`src/ntt_pre_pkg.sv`:
```
package ntt_pre_pkg;

    // Polynomial and readout geometry
    localparam int N_COEF    = 256;          // Coefficients per polynomial
    localparam int HALF_COEF = N_COEF / 2;   // One even or odd segment
    localparam int LANES     = 8;            // Coefficients per read
    localparam int GROUPS    = HALF_COEF / LANES;
    localparam int IDX_W     = $clog2(N_COEF);

    // Position inside an even or odd half-sequence
    localparam int POS_W = $clog2(HALF_COEF);

    // Readout segments, listed in the order they are served
    typedef enum logic [1:0] {
        SEG_F_EVEN = 2'd0,
        SEG_F_ODD  = 2'd1,
        SEG_G_EVEN = 2'd2,
        SEG_G_ODD  = 2'd3
    } seg_t;

    // Maps the read position j inside a segment to the position p
    // in the half-sequence, as the forward butterflies expect it.
    // Lane bits 0 and 1 pick the quarter, bit 2 picks the neighbour,
    // the group bits come out reversed.
    function automatic logic [POS_W-1:0] perm_index(input logic [POS_W-1:0] j);
        logic [POS_W-1:0] p;
        p[6] = j[0];
        p[5] = j[1];
        p[0] = j[2];
        p[4] = j[3];
        p[3] = j[4];
        p[2] = j[5];
        p[1] = j[6];
        return p;
    endfunction

    // Next segment in readout order, wraps after g odd
    function automatic seg_t next_seg(input seg_t s);
        seg_t n;
        case (s)
            SEG_F_EVEN: n = SEG_F_ODD;
            SEG_F_ODD:  n = SEG_G_EVEN;
            SEG_G_EVEN: n = SEG_G_ODD;
            default:    n = SEG_F_EVEN;
        endcase
        return n;
    endfunction

endpackage
```
`src/read_sequencer.sv`:
```
module read_sequencer
    import ntt_pre_pkg::*;
(
    input  logic                        clk,
    input  logic                        rst,
    input  logic                        clear,
    input  logic                        rd,
    input  logic                        full,
    output logic                        re,
    output logic                        rsel_g,
    output logic [LANES-1:0][IDX_W-1:0] raddr,
    output logic                        out_valid,
    output seg_t                        out_seg
);

    localparam int GRP_W  = $clog2(GROUPS);
    localparam int LANE_W = $clog2(LANES);

    seg_t             seg;       // Segment of the next read
    logic [GRP_W-1:0] grp;       // Group inside that segment
    logic             odd;       // Odd half-sequence of f or g
    logic             grp_last;

    // Reads only count once both polynomials are loaded
    assign re       = rd && !clear && full;
    assign grp_last = (grp == GRP_W'(GROUPS - 1));

    assign rsel_g = (seg == SEG_G_EVEN) || (seg == SEG_G_ODD);
    assign odd    = (seg == SEG_F_ODD) || (seg == SEG_G_ODD);

    // Segment and group counters, 64 reads per full pass
    always_ff @(posedge clk or posedge rst) begin
        if (rst) begin
            seg <= SEG_F_EVEN;
            grp <= '0;
        end else if (clear) begin
            seg <= SEG_F_EVEN;
            grp <= '0;
        end else if (re) begin
            grp <= grp + 1'b1;
            if (grp_last)
                seg <= next_seg(seg);   // Wraps back to f even after g odd
        end
    end

    // Lane l reads position grp*8 + l of the segment.
    // The permuted position p selects coefficient 2p or 2p+1.
    always_comb begin
        for (int l = 0; l < LANES; l++) begin
            raddr[l] = {perm_index({grp, LANE_W'(l)}), odd};
        end
    end

    // Aligned with the registered lanes of the buffer
    always_ff @(posedge clk or posedge rst) begin
        if (rst) begin
            out_valid <= 1'b0;
            out_seg   <= SEG_F_EVEN;
        end else begin
            out_valid <= re;
            if (re)
                out_seg <= seg;
        end
    end

    // No stall path: each accepted read yields one group next cycle,
    // so a new read can be taken while the previous one is shown

endmodule

```
`config.mk`:
```
export PLATFORM = sky130hd
export DESIGN_NAME = read_sequencer
export DESIGN_NICKNAME = d
export VERILOG_FILES = /design/src/ntt_pre_pkg.sv /design/src/read_sequencer.sv
export SDC_FILE = /design/constraint.sdc
export NUM_CORES = 1
export LEC_CHECK = 0
export BUFFER_PORTS_ARGS = -buffer_cell sky130_fd_sc_hd__buf_4
export CAP_MARGIN = 20
export CORE_UTILIZATION = 39
export DETAILED_ROUTE_END_ITERATION = 12
export PLACE_DENSITY = 0.79
export SYNTH_ARGS = -nofsm -noshare
export SYNTH_HDL_FRONTEND = slang
export SYNTH_SLANG_ARGS = --single-unit
export TNS_END_PERCENT = 20
```
`constraint.sdc`:
```
create_clock -name clk -period 1.5 [get_ports clk]
set_input_delay 0.075 -clock clk [delete_from_list [all_inputs] [get_ports clk]]
set_output_delay 0.075 -clock clk [all_outputs]
set_load 0.005 [all_outputs]
```
# Word level (Yosys, flattened, before mapping)
# Cells that the tools add are included.
totals:
  reg_bits: 9
  output_inout_bits: 69
  word_cells: 24
op_classes:
  add_sub_neg: 1
  n_eq_ne: 4
  muxes: 6
  n_reduce_logical: 9
ops:
  columns: ["op", "n"]
  rows:
  - ["two-way mux 4 bit", 2]
  - ["two-way mux 2 bit", 3]
  - ["one-hot mux 2 bit (3 select lines)", 1]
  - ["adder 4 x 1 -> 4 bit, second input constant", 1]
  - ["equality test 2 bit, second input constant", 2]
  - ["equality test 4 bit, second input constant", 1]
  - ["nonzero test 2 bit", 2]
  - ["equality test 2 x 1 -> 1 bit, second input constant", 1]
  - ["logical AND 1 bit", 2]
  - ["logical NOT 2 bit", 1]
  - ["logical OR 1 bit", 2]
  - ["AND reduction 2 bit", 1]
  - ["logical NOT 1 bit", 1]

# Logic depth before layout (Yosys ltp)
depth:
  word_depth: 5
  mapped_depth: 5
  ltp_nobuf: 5

# Worst setup path after synthesis
# Ideal clock, no wire load.
synth_path:
  path_type: "register -> register"
  from: "register grp[0]"
  to: "register seg[1]"
  setup_time_ps: 77
  t_arrival_ps: 1240
  required_ps: 1423
  path_slack_ps: 182
  stages_incl_launch_ff: 5
  n_path_buf: 0
  period_less_slack_ps: 1318
  path_cell_list: "dfrtp_1 -> ha_1 -> nand3_1 -> or3_1 -> a21oi_1"
synth_between:
  elab_chain_len: 3
synth_rtl:
  columns: ["element", "line", "rtl"]
  rows:
  - ["from (decl)", "read_sequencer.sv:20", "logic [GRP_W-1:0] grp;"]
  - ["from (signal assigned)", "read_sequencer.sv:40", "grp <= grp + 1'b1;"]
  - ["equality test 4 bit", "read_sequencer.sv:26", "assign grp_last = (grp == GRP_W'(GROUPS - 1));"]
  - ["nonzero test 2 bit (no line)", null, null]
  - ["AND reduction 2 bit (no line)", null, null]
  - ["to (signal assigned)", "read_sequencer.sv:42", "seg <= next_seg(seg);"]
  - ["to (decl)", "read_sequencer.sv:19", "seg_t seg;"]
# No other way between the ends.
# A chain may end at the register's enable or synchronous reset.

# Worst setup path in the final report
layout_path:
  from: "register seg[0]"
  to: "output port rsel_g"
layout_between:
  elab_chain_len: 2
layout_rtl:
  columns: ["element", "line", "rtl"]
  rows:
  - ["equality test 2 bit", "read_sequencer.sv:28", "assign rsel_g = (seg == SEG_G_EVEN) || (seg == SEG_G_ODD);"]
  - ["logical OR 1 bit (*)", "read_sequencer.sv:28", null]
  - ["to (decl)", "read_sequencer.sv:10", "output logic rsel_g,"]
# Every way passes the cells marked *; elsewhere a longest branch is shown, timed or not.

==> results.md <==
* Outcome: finished clean
* Dpl hpwl at 1092 um
* Crit path cell chain: inv_2, ha_2, or2_2, buf_4
* Synth warn at 0
* Switching power at between 100 and 150 uW
* First-pass GRT wire length at 1883 um
* Routed Antenna Nets at 0
* Clock skew at 0.002444 ns
* Vias at between 500 and 600
* Layout net count at 135
* Input/output buffers at just under 50
* Top cell type by total area after synthesis: buf_4
* Antenna violations before repair at 0
* CP peak stage delay at roughly 0.40 ns
* Kind of cell adding the most delay to the critical path: flip-flops
* Post-CTS setup buffers at 0
* Critical Path Fanout Max at 4
* Number of max-cap violations at 0
* Die width at roughly 50 um
* Number of global-route vias before repair at 446
* Total global routing overflow at 0
* Yosys reg bits at 9
* Worst skew pair latency at 0.27 ns
* # DRC at 0
* CP required at 1.42 ns
* Pint at about 400 uW
* Cell row count at 17
* Chip Height at 50.33 um
* Setup Viol. Count Final at 0
* Post-Route WL at 1348 um
* Drt pass-1 iters at 2
* Fmax achieved at roughly 700 MHz
* CP max stage cell: dfrtp_1
* Pleak at 0.0005947 uW
* Core area at around 2200 um2
* Launching point of the worst reg2reg path: seg[1]$_DFFE_PP0P_
* Crit path DAT at 1.35 ns
* Fin cells at between 150 and 200
* Crit path launch type: flip-flop
* CTS Root Buffer Type: clkbuf_4
* Min Tclk post-route at 1.426 ns
* Max VDD drop at 0.0002895 V
* Seq pwr share at 0.453
* Layout cell share with drive strength beyond 1 at 0.5000
* Clock transition at path regs at approximately 0.060 ns
* Hold WS at 0.01276 ns
* Switching portion of total power at 0.2705
* Max clock buf depth at 2
* Iteration-0 DRC Markers at 4
* Final WS setup at 0.07439 ns
* Clock sinks at 9
* Dpl ws at 0.1492 ns
* Hold/Removal Path Class: in2reg
* Tot GR Track Use at 0.1042
* Netlist Area Pre-Place at 910.9 um2
* CTS tree: built
* Cell count after synthesis at about 110
* Detailed-route wire length per cell at a little under 9 um
* Num CTS Buffers at 3
* Syn Area/Cell at 8.675 um2
* Pin count of the biggest net entering global routing at 12
* GP Congestion at 0.7525
* Hold_sp: clear
* Ranking of synthesized cells by area: buf_4 (49%), dfrtp_1 (25%), ha_1 (6.9%)
* P per Cell Area at 544.2 nW/um2
* Post-synth top area share at 0.4945
* Setup TNS at 0 ns
* Buffers & Inverters on Critical Path at 2
* Critical path origin: seg[0]$_DFFE_PP0P_
* # IOs at 74
* Fin. Hold Viols at 0
* PnR Total Power at 549.5 uW
* Synth cell types at 18
* Diode count at 0
* Area grow syn2layout at 10.85%
* Starting Density at 0.4118
* H-tree Lvls at 1
* Post-Place Cells at about 150
* Fin crit share at 0.9504
* CP endpoint kind: output pin
* Comb pwr share at 0.190
* Post-synthesis sequential area ratio at 0.2473
* RSZ-0062 raised after global routing: no
* Die Area at ~2500 um2
* Vias per Instance at 3.796
* Clock power share at 0.356
* Pins Over Slew Limit at 0
* Critical path class: reg2out
## what timing repair did
action,4_1_cts,5_1_grt
hold buffers,1,0
setup endpoints to repair,1,1
pin swaps,0,0
resized for setup,1,2
endpoints found under the hold margin,9,0
## cells in the final DEF, fill, tap and decap left out
cell type and count:
mux2_2 2, dfrtp_1 9, nand2_2 1, clkbuf_1 1
nand2_1 1, o21a_1 1, or3_1 2, or2_2 1
inv_2 1, nand3_1 4, xor2_1 2, buf_4 52
inv_1 3, conb_1 24, nor3_1 1, nor4_1 1
ha_2 1, dlygate4sd3_1 1, clkbuf_4 3, or2_4 1
o21ai_0 2, a21oi_1 3, ha_1 4, nor2_1 3
## final timing paths
kind / endpoint / cells after the start / slack (ns)
setup / recovery: rsel_g / 4 / 0.07
hold / removal: seg[1]$_DFFE_PP0P_ / 2 / 0.01
setup reg to reg: seg[1]$_DFFE_PP0P_ / 5 / 0.14
hold reg to reg: out_seg[0]$_DFFE_PP0P_ / 1 / 0.52
max in group asynchronous: grp[1]$_DFFE_PP0P_ / 3 / 0.92
min in group asynchronous: out_valid$_DFF_PP0_ / 3 / 0.33
## final cells by class
class	instances	area, um2
Tap cell	28	35.03
Sequential cell	9	225.2
Fill cell	215	1202
Timing Repair Buffer	53	400.4
Clock buffer	4	26.28
Inverter	4	15.01
Multi-Input combinational cell	54	307.8
## layer usage
metal	track usage	share of wire
met2	0.1778	0.53
met3	0.03636	0.075
met5	0	0
met1	0.09701	0.37
met4	0.09259	0.025
## cell usage after synthesis (all sizes together)
cell    n
ha      5
nand3   4
or3     2
nor3    1
inv     4
o21a    1
dfrtp   9
nor2    3
nor4    1
buf    60
conb    2
nand2   2
a21oi   3
xor2    2
o21ai   2
mux2    2
or2     2
## power groups by stage
stage / clock network, uW / logic [uW] / registers (uW)
2_1_floorplan: 0 / 108 / 260
3_3_place_gp: 0 / 100 / 254
3_5_place_dp: 0 / 103 / 254
4_1_cts: 201 / 105 / 249
5_1_grt: 210 / 117 / 249
6_report: 196 / 105 / 249
## flip-flops by register name (all words and copies together) (netlist names)
name / cells
grp: 4
out_seg: 2
out_valid: 1
seg: 2
## through the flow
stage / util / instance area, um2
2_1_floorplan: - / 993.5
3_3_place_gp: 0.4378 / 968.4
3_5_place_dp: 0.4378 / 968.4
4_1_cts: 0.4553 / 1007
5_1_grt: 0.4564 / 1010
6_report: 0.4564 / 1010
## cell families after synthesis
| group | after synthesis | synth area share |
|---|---|---|
| flops | 9 | 0.2473 |
| fa+ha+maj | 5 | 0.06868 |
| other cells | 2 | 0.008245 |
| buf+inv | 64 | 0.5110 |
| compound gates | 6 | 0.03571 |
| mux | 2 | 0.02472 |
| xor+xnor | 2 | 0.01923 |
| simple gates | 15 | 0.08516 |
Power figures use the tool's default switching activity.
