===== src/ntt_pre_pkg.sv =====
package ntt_pre_pkg;

    // Polynomial and readout geometry
    localparam int N_COEF    = 256;          // Coefficients per polynomial
    localparam int HALF_COEF = N_COEF / 2;   // One even or odd segment
    localparam int LANES     = 8;            // Coefficients per read
    localparam int GROUPS    = HALF_COEF / LANES;
    localparam int IDX_W     = $clog2(N_COEF);

    // Position inside an even or odd half-sequence
    localparam int POS_W = $clog2(HALF_COEF);

    // Readout segments, listed in the order they are served
    typedef enum logic [1:0] {
        SEG_F_EVEN = 2'd0,
        SEG_F_ODD  = 2'd1,
        SEG_G_EVEN = 2'd2,
        SEG_G_ODD  = 2'd3
    } seg_t;

    // Maps the read position j inside a segment to the position p
    // in the half-sequence, as the forward butterflies expect it.
    // Lane bits 0 and 1 pick the quarter, bit 2 picks the neighbour,
    // the group bits come out reversed.
    function automatic logic [POS_W-1:0] perm_index(input logic [POS_W-1:0] j);
        logic [POS_W-1:0] p;
        p[6] = j[0];
        p[5] = j[1];
        p[0] = j[2];
        p[4] = j[3];
        p[3] = j[4];
        p[2] = j[5];
        p[1] = j[6];
        return p;
    endfunction

    // Next segment in readout order, wraps after g odd
    function automatic seg_t next_seg(input seg_t s);
        seg_t n;
        case (s)
            SEG_F_EVEN: n = SEG_F_ODD;
            SEG_F_ODD:  n = SEG_G_EVEN;
            SEG_G_EVEN: n = SEG_G_ODD;
            default:    n = SEG_F_EVEN;
        endcase
        return n;
    endfunction

endpackage

===== src/coef_loader.sv =====
module coef_loader
    import ntt_pre_pkg::*;
(
    input  logic             clk,
    input  logic             rst,
    input  logic             clear,
    input  logic             wr,
    output logic             we,
    output logic [IDX_W-1:0] waddr,
    output logic             full
);

    logic [IDX_W-1:0] idx;    // Next free slot in f and g
    logic             last;   // Current write fills the final slot

    // Clear has priority, full blocks further writes
    assign we    = wr && !clear && !full;
    assign waddr = idx;
    assign last  = (idx == IDX_W'(N_COEF - 1));

    always_ff @(posedge clk or posedge rst) begin
        if (rst) begin
            idx  <= '0;
            full <= 1'b0;
        end else if (clear) begin
            idx  <= '0;
            full <= 1'b0;
        end else if (we) begin
            idx <= idx + 1'b1;   // Wraps to 0 after the last slot
            if (last)
                full <= 1'b1;
        end
    end

    // Frame stays full until cleared; the index is back at zero
    // by then, so a restart after clear loads from slot 0 again.
    //
    // Writes that arrive while full are dropped here and never
    // reach the memories.

endmodule


===== config.mk =====
export PLATFORM = sky130hd
export DESIGN_NAME = coef_loader
export DESIGN_NICKNAME = d
export VERILOG_FILES = /design/src/ntt_pre_pkg.sv /design/src/coef_loader.sv
export SDC_FILE = /design/constraint.sdc
export NUM_CORES = 1
export LEC_CHECK = 0
export ABC_AREA = 1
export ABC_CLOCK_PERIOD_IN_PS = 3200
export BUFFER_PORTS_ARGS = -buffer_cell sky130_fd_sc_hd__buf_2
export CAP_MARGIN = 20
export CORE_AREA = 4 4 41 43
export CTS_CLUSTER_DIAMETER = 100
export CTS_CLUSTER_SIZE = 20
export DETAILED_ROUTE_END_ITERATION = 8
export DIE_AREA = 0 0 45 47
export PLACE_DENSITY = 0.72
export SYNTH_ARGS = -nofsm -noshare
export SYNTH_HDL_FRONTEND = slang
export SYNTH_SLANG_ARGS = --single-unit

===== constraint.sdc =====
create_clock -name clk -period 3.2 [get_ports clk]
set_input_delay 0.16 -clock clk [delete_from_list [all_inputs] [get_ports clk]]
set_output_delay 0.16 -clock clk [all_outputs]
set_load 0.05 [all_outputs]

; Word-level counts from Yosys, hierarchy flattened
; Cells that the tools add are included.
[classes]
add_sub_neg = 1
mul = 0
n_div = 0
order_cmp = 0
n_eq_ne = 1
n_shift = 0
muxes = 5
bitwise = 0
reduce_logical = 7
[ops]
columns = cell, n
row1 = $mux W8, 2
row2 = $add A8 B1 Y8 const B, 1
row3 = $eq A8 B8 Y1 const B, 1
row4 = $reduce_bool A2 Y1, 2
row5 = $mux W1, 3
row6 = $logic_and A1 B1 Y1, 2
row7 = $logic_not A1 Y1, 2
row8 = $reduce_and A2 Y1, 1
[totals]
regBits = 9
latchBits = 0
ramBits = 0
rom_bits = 0
input_bits = 4
memories = 0

; Depth between registers and ports, before layout
; Gate-level depths: netlist (run 1).
[logic_depth]
depth_word = 5
depth_mapped = 7
ltp_nobuf = 7

; Worst setup path after synthesis (run 1)
; Ideal clock, no wire load.
[synth_timing]
path_kind = register to register
startpoint = reg idx[1], in the netlist waddr[1]
endpoint = reg idx[6], in the netlist waddr[6]
setup_ns = 0.121
t_arrival_ns = 1.378
setup_slack_ns = 1.702
path_stages_with_launch = 7
path_buffers = 0
synth_period_minus_slack_ns = 1.498
path_cell_list = dfrtp_1 -> ha_1 -> nand2_1 -> nor2_2 -> nand4_1 -> nand2_1 -> nor2_1
[synth_via]
elab_chain_cells = 3
[synth_rtl]
columns = item, line_no
row1 = start: declaration, coef_loader.sv:13  ; logic [IDX_W-1:0] idx;
row2 = start signal: assignment, coef_loader.sv:29  ; idx <= idx + 1'b1;
row3 = $add A8 B1 Y8, coef_loader.sv:29
row4 = $mux W8, coef_loader.sv:28  ; end else if (we) begin
row5 = $mux W8, coef_loader.sv:25  ; end else if (clear) begin
; No other way between the ends. The select of a mux whose other input is x is not followed.
; A chain may end at the register's enable or synchronous reset.

; Worst setup path in the final report (run 1)
[layout_timing]
startpoint = reg full
endpoint = out we
[layout_via]
elab_chain_cells = 2
[layout_rtl]
columns = item, line_no
row1 = start: declaration, coef_loader.sv:10  ; output logic full
row2 = start signal: assignment, coef_loader.sv:24  ; full <= 1'b0;
row3 = start signal: assignment, coef_loader.sv:27  ; full <= 1'b0;
row4 = start signal: assignment, coef_loader.sv:31  ; full <= 1'b1;
row5 = $logic_not A1 Y1, coef_loader.sv:17  ; assign we = wr && !clear && !full;
row6 = $logic_and A1 B1 Y1, coef_loader.sv:17
row7 = end: declaration, coef_loader.sv:8  ; output logic we,
; No other way between the ends.

==> flow_metrics.py, run 1 <==
metrics = {
    "pwr": {
        "powerDensity_nw_per_um2": 376,
        "p_leak_nw": 0.346,
        "irDropWorstVdd_mv": 0.204,
    },
    "route": {
        "wirelength_microns": 1110,
        "vias_per_cell": 4.70,
        "wl_per_cell_microns": 11.2,
        "drc": 0,
        "first_pass_iters": 4,
        "drtIter0Drc": 13,
        "ant_nets": 0,
        "routed-via-count": 465,
    },
    "timing": {
        "finalCriticalPeriod_ns": 1.42,
        "fmax_ghz": 0.705,
        "hold_viol_final": 0,
        "whs_ns": 0.144,
        "finalSetupViolCount": 0,
        "slew_headroom_pct": 76.6,
        "rsz0062_at_grt": "false",
        "tns_ns": 0,
        "period_share_pct": 44.3,
        "finalClockSkew_ns": 0.00405,
        "drv_slew": 0,
        "worst_slew_pin_slew_ns": 0.350,
    },
    "synth": {
        "syn-num-nets": 71,
        "yosysSeqAreaShare_pct": 43.3,
        "yosysUniqueCellTypes": 18,
        "synth.area.mux_share_pct": 0,
        "synth_top_family_by_area": "simple AND/OR/NAND/NOR gates",
        "synth-seq-cells": 9,
        "netlist_instances": 66,
        "synthAdderAreaFrac_pct": 2.40,
        "synthXorXnorAreaFrac_pct": 3.37,
        "ys_warn_count": 0,
        "syn_area_per_cell_sq_um": 7.89,
        "synth_compound_area_share_pct": 5.29,
        "yosys.area_share.simple_pct": 38.5,
        "syn_area_sq_um": 520,
    },
    "cells_and_area": {
        "diodes": 0,
        "nFillCells": 136,
        "regArea_sq_um": 225,
        "multi_input_area_sq_um": 258,
        "finalNetCount": 90,
        "area_growth_pct": 23.1,
        "drive_gt1_share_pct": 28.6,
    },
    "global_routing": {
        "gr-total-overflow": 0,
        "grt_antenna_before_repair": 0,
        "grt_usage_pct": 12.8,
        "grt_pass1_wl_microns": 1820,
        "grt_max_degree": 10,
        "grt_pass1_vias": 443,
    },
    "worst_setup_path": {
        "crit_required_ns": 3.04,
        "end_kind": "output pin",
        "critPathTopFamily": "flip-flops",
        "cp-start-kind": "register",
        "path_class": "reg -> out",
        "arrival_ns": 1.26,
        "crit_slowest_cell": "dfrtp_1",
        "path_buf_inv": 2,
        "cpPeakStageDelay_ns": 0.41,
        "crit_path_max_fanout": 8,
        "crit_chain": "inv_2, nand2_4, nor2_8, buf_2",
    },
    "clock_network": {
        "cts_tree": "yes",
        "clock_path_buffers": 2,
        "numCtsBuffers": 3,
        "cts-root-buf": "clkbuf_4",
        "cts_sinks": 9,
        "clkLatencyLatePin_ns": 0.26,
        "clk_pin_slew_ns": 0.06,
        "cts-htree-levels": 1,
        "cts_setup_buffers": 0,
    },
    "placed_design": {
        "portBuffers": 13,
        "gp_congestion": 0.792,
        "hpwl_microns": 835,
    },
    "floorplan": {
        "die_w_microns": 45,
        "rows": 13,
        "core_area_sq_um": 1300,
        "die_y_microns": 47,
        "ioPinCount": 14,
        "die_area_sq_um": 2120,
        "initial_utilization_pct": 40.0,
    },
    "worst_hold_path": {
        "hold_class": "in -> reg",
    },
    "job": {
        "cap_violations": 0,
    },
    "status": {
        "status": "completed",
    },
}
==> sequential cells by signal, summed over array words and instances, names as in the netlist <==
signal and cells:
waddr 8, full 1
==> power by group <==
part	switching, mW	internal, mW	total, mW
combinational	0.0245	0.00860	0.0331
sequential	0.00282	0.116	0.119
clock	0.0408	0.0481	0.0889
total	0.0681	0.173	0.241
==> Yosys cell counts <==
library cell | instances | area (sq um)
nand2_4 | 1 | 11.3
o22ai_1 | 1 | 6.26
inv_2 | 1 | 3.75
nand4_1 | 3 | 18.8
nand2_1 | 18 | 67.6
inv_1 | 9 | 33.8
a21oi_1 | 1 | 5.00
a31oi_1 | 1 | 6.26
nor2_2 | 4 | 25.0
dfrtp_1 | 9 | 225
nand3_1 | 4 | 20.0
nor2_1 | 6 | 22.5
o21ai_0 | 2 | 10.0
ha_1 | 1 | 12.5
nand3_2 | 1 | 10.0
nor3_1 | 1 | 5.00
xor2_1 | 2 | 17.5
nor2_8 | 1 | 20.0
==> cell families after synthesis <==
group,count (synthesis)
fa+ha+maj,1
compound gates,5
simple gates,39
flops,9
buf+inv,10
xor+xnor,2
==> final cells by class <==
| class | count | share of cell area (%) |
|---|---|---|
| Clock buffer | 4 | 4.10 |
| Inverter | 10 | 5.86 |
| Multi-Input combinational cell | 47 | 40.2 |
| Sequential cell | 9 | 35.2 |
| Tap cell | 15 | 2.93 |
| Timing Repair Buffer | 14 | 11.7 |
==> through the flow <==
stage                     total power, mW  std cells  cell area, sq um  setup slack [ns]  util (%)
after floorplan                     0.143         66               520              1.70         -
after global placement              0.152         94               604              2.05      46.4
after detailed placement            0.153         94               604              2.02      46.4
after CTS                           0.245         99               641              1.78      49.2
after global routing                0.254         99               641              1.71      49.2
final                               0.241         99               641              1.78      49.2
==> worst paths after layout <==
path	start	cells after the start	slack (ns)	to
worst max-delay path	full	4	1.78	we
worst min-delay path	clear	2	0.14	waddr[3]
worst max register to register	waddr[1]	6	2.01	waddr[6]
worst min register to register	full	2	0.57	full
max in group asynchronous	rst	3	2.55	waddr[5]
min in group asynchronous	rst	3	0.39	waddr[4]
==> timing repair <==
action | CTS | global route
hold buffers | 1 | 0
endpoints found under the hold margin | 9 | 0
gates resized for setup | 0 | 0
==> cells in the final DEF, fill, tap and decap left out, types with 2 or more instances in the layout <==
master / n
buf_2: 13
xor2_1: 2
clkbuf_4: 3
nand2_1: 18
nand4_1: 3
nor2_2: 4
o21ai_0: 2
dfrtp_1: 9
nor2_1: 6
inv_1: 9
nand3_1: 4
==> per-layer routing <==
metal	track usage (%)	up-vias	part of all wire (%)
met5	0	-	0
met4	10.5	0	3.1
met3	2.68	5	4.6
met2	21.5	10	47
met1	13.8	200	45
li1	-	250	-
(Power assumes the default switching activity.)
==> run 2: changes to the inputs <==
- ABC_AREA: 1 -> 0
- ABC_CLOCK_PERIOD_IN_PS: 3200 -> 1170
- PLACE_DENSITY: 0.72 -> 0.69
- clock period: 3.2 -> 1.17 ns (I/O delays scaled with it)
==> flow_metrics.py, run 2 <==
metrics = {
    "cells_and_area": {
        "drive_gt1_share_pct": 64.9,
        "final_cell_mix": "14 x buf_4, 11 x buf_2, 8 x dfrtp_2",
        "finalNetCount": 83,
        "area_growth_pct": 68.4,
        "largest_reg_flops": 8,
        "nFillCells": 111,
        "final_cells": 92,
        "layout_commonest_cell": "buf_4",
        "fin_util_pct": 58.9,
        "diodes": 0,
    },
    "placed_design": {
        "portBuffers": 13,
        "post-place-ws_ns": -0.0688,
        "dp_cells": 83,
        "gp_congestion": 0.701,
        "hpwl_microns": 871,
    },
    "clock_network": {
        "cts-root-buf": "clkbuf_4",
        "cts_sinks": 9,
        "cts-htree-levels": 1,
        "clk_pin_slew_ns": 0.06,
        "numCtsBuffers": 3,
        "clkLatencyLatePin_ns": 0.26,
        "clock_path_buffers": 2,
        "cts_tree": "yes",
    },
    "global_routing": {
        "met3_usage_pct": 3.83,
        "grt_pass1_vias": 491,
        "grt_max_degree": 11,
        "grt_pass1_wl_microns": 2170,
        "use_met2_pct": 25.1,
        "grt_antenna_before_repair": 0,
        "gr-total-overflow": 0,
        "met1_usage_pct": 16.9,
        "grt_usage_pct": 14.6,
        "top_usage_layer": "met2",
    },
    "worst_setup_path": {
        "end_kind": "register",
        "cp-start-kind": "register",
        "crit_slowest_cell": "dfrtp_2",
        "cpPeakStageDelay_ns": 0.42,
        "crit_chain": "ha_4, nand4b_1, or3_1, a21oi_2",
        "crit_required_ns": 1.36,
        "rrSetupSlack_ns": -0.12,
        "rr_startpoint": "waddr[1]",
        "crit_path_max_fanout": 4,
        "path_class": "reg -> reg",
        "arrival_ns": 1.48,
        "worst_r2r_endpoint": "waddr[6]",
        "reg2reg_depth": 4,
    },
    "synth": {
        "netlist_top_cells_count": "9 x dfrtp_1, 5 x a21oi_1, 5 x nor2_1",
        "synth-seq-cells": 9,
        "post-synth-top-count-cell": "dfrtp_1",
        "yosysTopAreaCell": "dfrtp_1",
        "ys_warn_count": 0,
        "syn_area_sq_um": 455,
        "synthArstFlopShare_pct": 100,
        "synth-edff-count": 0,
        "yosysUniqueCellTypes": 21,
        "yosysSeqAreaShare_pct": 49.5,
        "syn_area_per_cell_sq_um": 9.90,
        "ys.flop_type": "dfrtp_1",
        "netlist_instances": 46,
        "yosys.area.top_type_share_pct": 49.5,
        "synth_area_leaders": "dfrtp_1 49%, a21oi_1 5.5%, nor2_1 4.1%",
        "syn-num-nets": 51,
    },
    "job": {
        "cap_violations": 0,
    },
    "route": {
        "wl_per_cell_microns": 13.7,
        "first_pass_iters": 3,
        "drtIter0Drc": 14,
        "wirelength_microns": 1260,
        "vias_per_cell": 5.20,
        "drc": 0,
        "ant_nets": 0,
        "routed-via-count": 478,
    },
    "timing": {
        "slew_headroom_pct": 75.6,
        "fmax_ghz": 0.774,
        "fin_ws_ns": -0.121,
        "period_share_pct": 110,
        "finalSetupViolCount": 9,
        "finalCriticalPeriod_ns": 1.29,
        "drv_slew": 0,
        "hold_viol_final": 0,
        "worst_slew_pin_slew_ns": 0.366,
        "rsz0062_at_grt": "true",
        "finalClockSkew_ns": 0.00189,
    },
    "floorplan": {
        "ioPinCount": 14,
        "core_area_sq_um": 1300,
        "die_y_microns": 47,
        "rows": 13,
        "die_area_sq_um": 2120,
        "initial_utilization_pct": 35.0,
        "die_w_microns": 45,
    },
    "pwr": {
        "p_leak_nw": 0.333,
        "irDropWorstVdd_mv": 0.664,
        "powerDensity_nw_per_um2": 915,
    },
    "worst_hold_path": {
        "hp-start": "clear",
        "hold_class": "in -> reg",
        "min_delay_worst_endpoint": "waddr[7]",
        "min_path_cells": 2,
    },
    "status": {
        "status": "finished with violations",
        "violations": "negative setup slack",
    },
}
[run 2: cell types whose count changed after synthesis, moves of 2 or more]
| cell | previous run | this run |
|---|---|---|
| nand2_1 | 18 | 1 |
| inv_1 | 9 | 2 |
| a21oi_1 | 1 | 5 |
| nor2_2 | 4 | 0 |
| nand3_1 | 4 | 2 |
| o31ai_1 | 0 | 2 |
| or3_1 | 0 | 2 |
| or4_1 | 0 | 2 |
[run 2: final cells by class]
| type | count | area (sq um) | share of cell area, % |
|---|---|---|---|
| Timing Repair Buffer | 29 | 204 | 26.6 |
| Sequential cell | 9 | 235 | 30.7 |
| Multi-Input combinational cell | 33 | 275 | 35.9 |
| Inverter | 2 | 7.51 | 0.979 |
| Tap cell | 15 | 18.8 | 2.45 |
| Clock buffer | 4 | 26.3 | 3.43 |
[run 2: kinds of logic after synthesis]
kind of cell / share of synthesized area (%)
AND/OR/NAND/NOR: 22.5
buffers and inverters: 4.94
XOR/XNOR: 3.85
flip-flops: 49.5
adder cells (fa/ha/maj): 2.75
multiplexers: 2.20
AO/OA/AOI/OAI: 14.3
[run 2: critical path: cells and delay by family (launching register included)]
| kind | cells | cell delay, ns |
|---|---|---|
| AO/OA/AOI/OAI | 1 | 0.13 |
| adder cells (fa/ha/maj) | 1 | 0.15 |
| AND/OR/NAND/NOR | 2 | 0.51 |
| flip-flops | 1 | 0.42 |
[run 2: timing repair]
item,4_1_cts,5_1_grt
pin swaps,4,5
gates resized for setup,7,8
hold buffers,1,0
setup endpoints to repair,7,11
setup buffers,3,1
endpoints found under the hold margin,9,0
[run 2: power by group]
part | switching (mW) | internal, mW | leakage, nW | total [mW]
registers | 0.0133 | 0.320 | 0.111 | 0.333
clock network | 0.113 | 0.132 | 0.0150 | 0.244
logic | 0.0753 | 0.0489 | 0.206 | 0.124
total | 0.201 | 0.500 | 0.333 | 0.702
[run 2: metal layers]
metal	wire length, microns	vias up
li1	-	229
met1	492	230
met2	667	16
met3	88	3
met4	16	0
met5	0	-
[run 2: metrics by stage]
stage / power, mW / hold slack, ns / area (sq um) / setup TNS, ns
2_1_floorplan: 0.405 / -0.114 / 497 / -1.12
3_3_place_gp: 0.438 / 0.0374 / 648 / -0.0419
3_5_place_dp: 0.441 / 0.0411 / 648 / -0.185
4_1_cts: 0.697 / 0.102 / 733 / -0.357
5_1_grt: 0.737 / 0.137 / 767 / -1.14
6_report: 0.702 / 0.115 / 767 / -0.484
[run 2: how the worst max path moves through the flow]
stage                    end  slack, ns      from  cells past startpoint
finish              waddr[6]      -0.12  waddr[1]                      4
global route        waddr[6]      -0.20  waddr[0]                      4
CTS                       we       -0.1      full                      4
global placement    waddr[7]      -0.04  waddr[5]                      3
floorplan           waddr[7]      -0.24  waddr[3]                      3
detailed placement  waddr[7]      -0.07  waddr[5]                      3
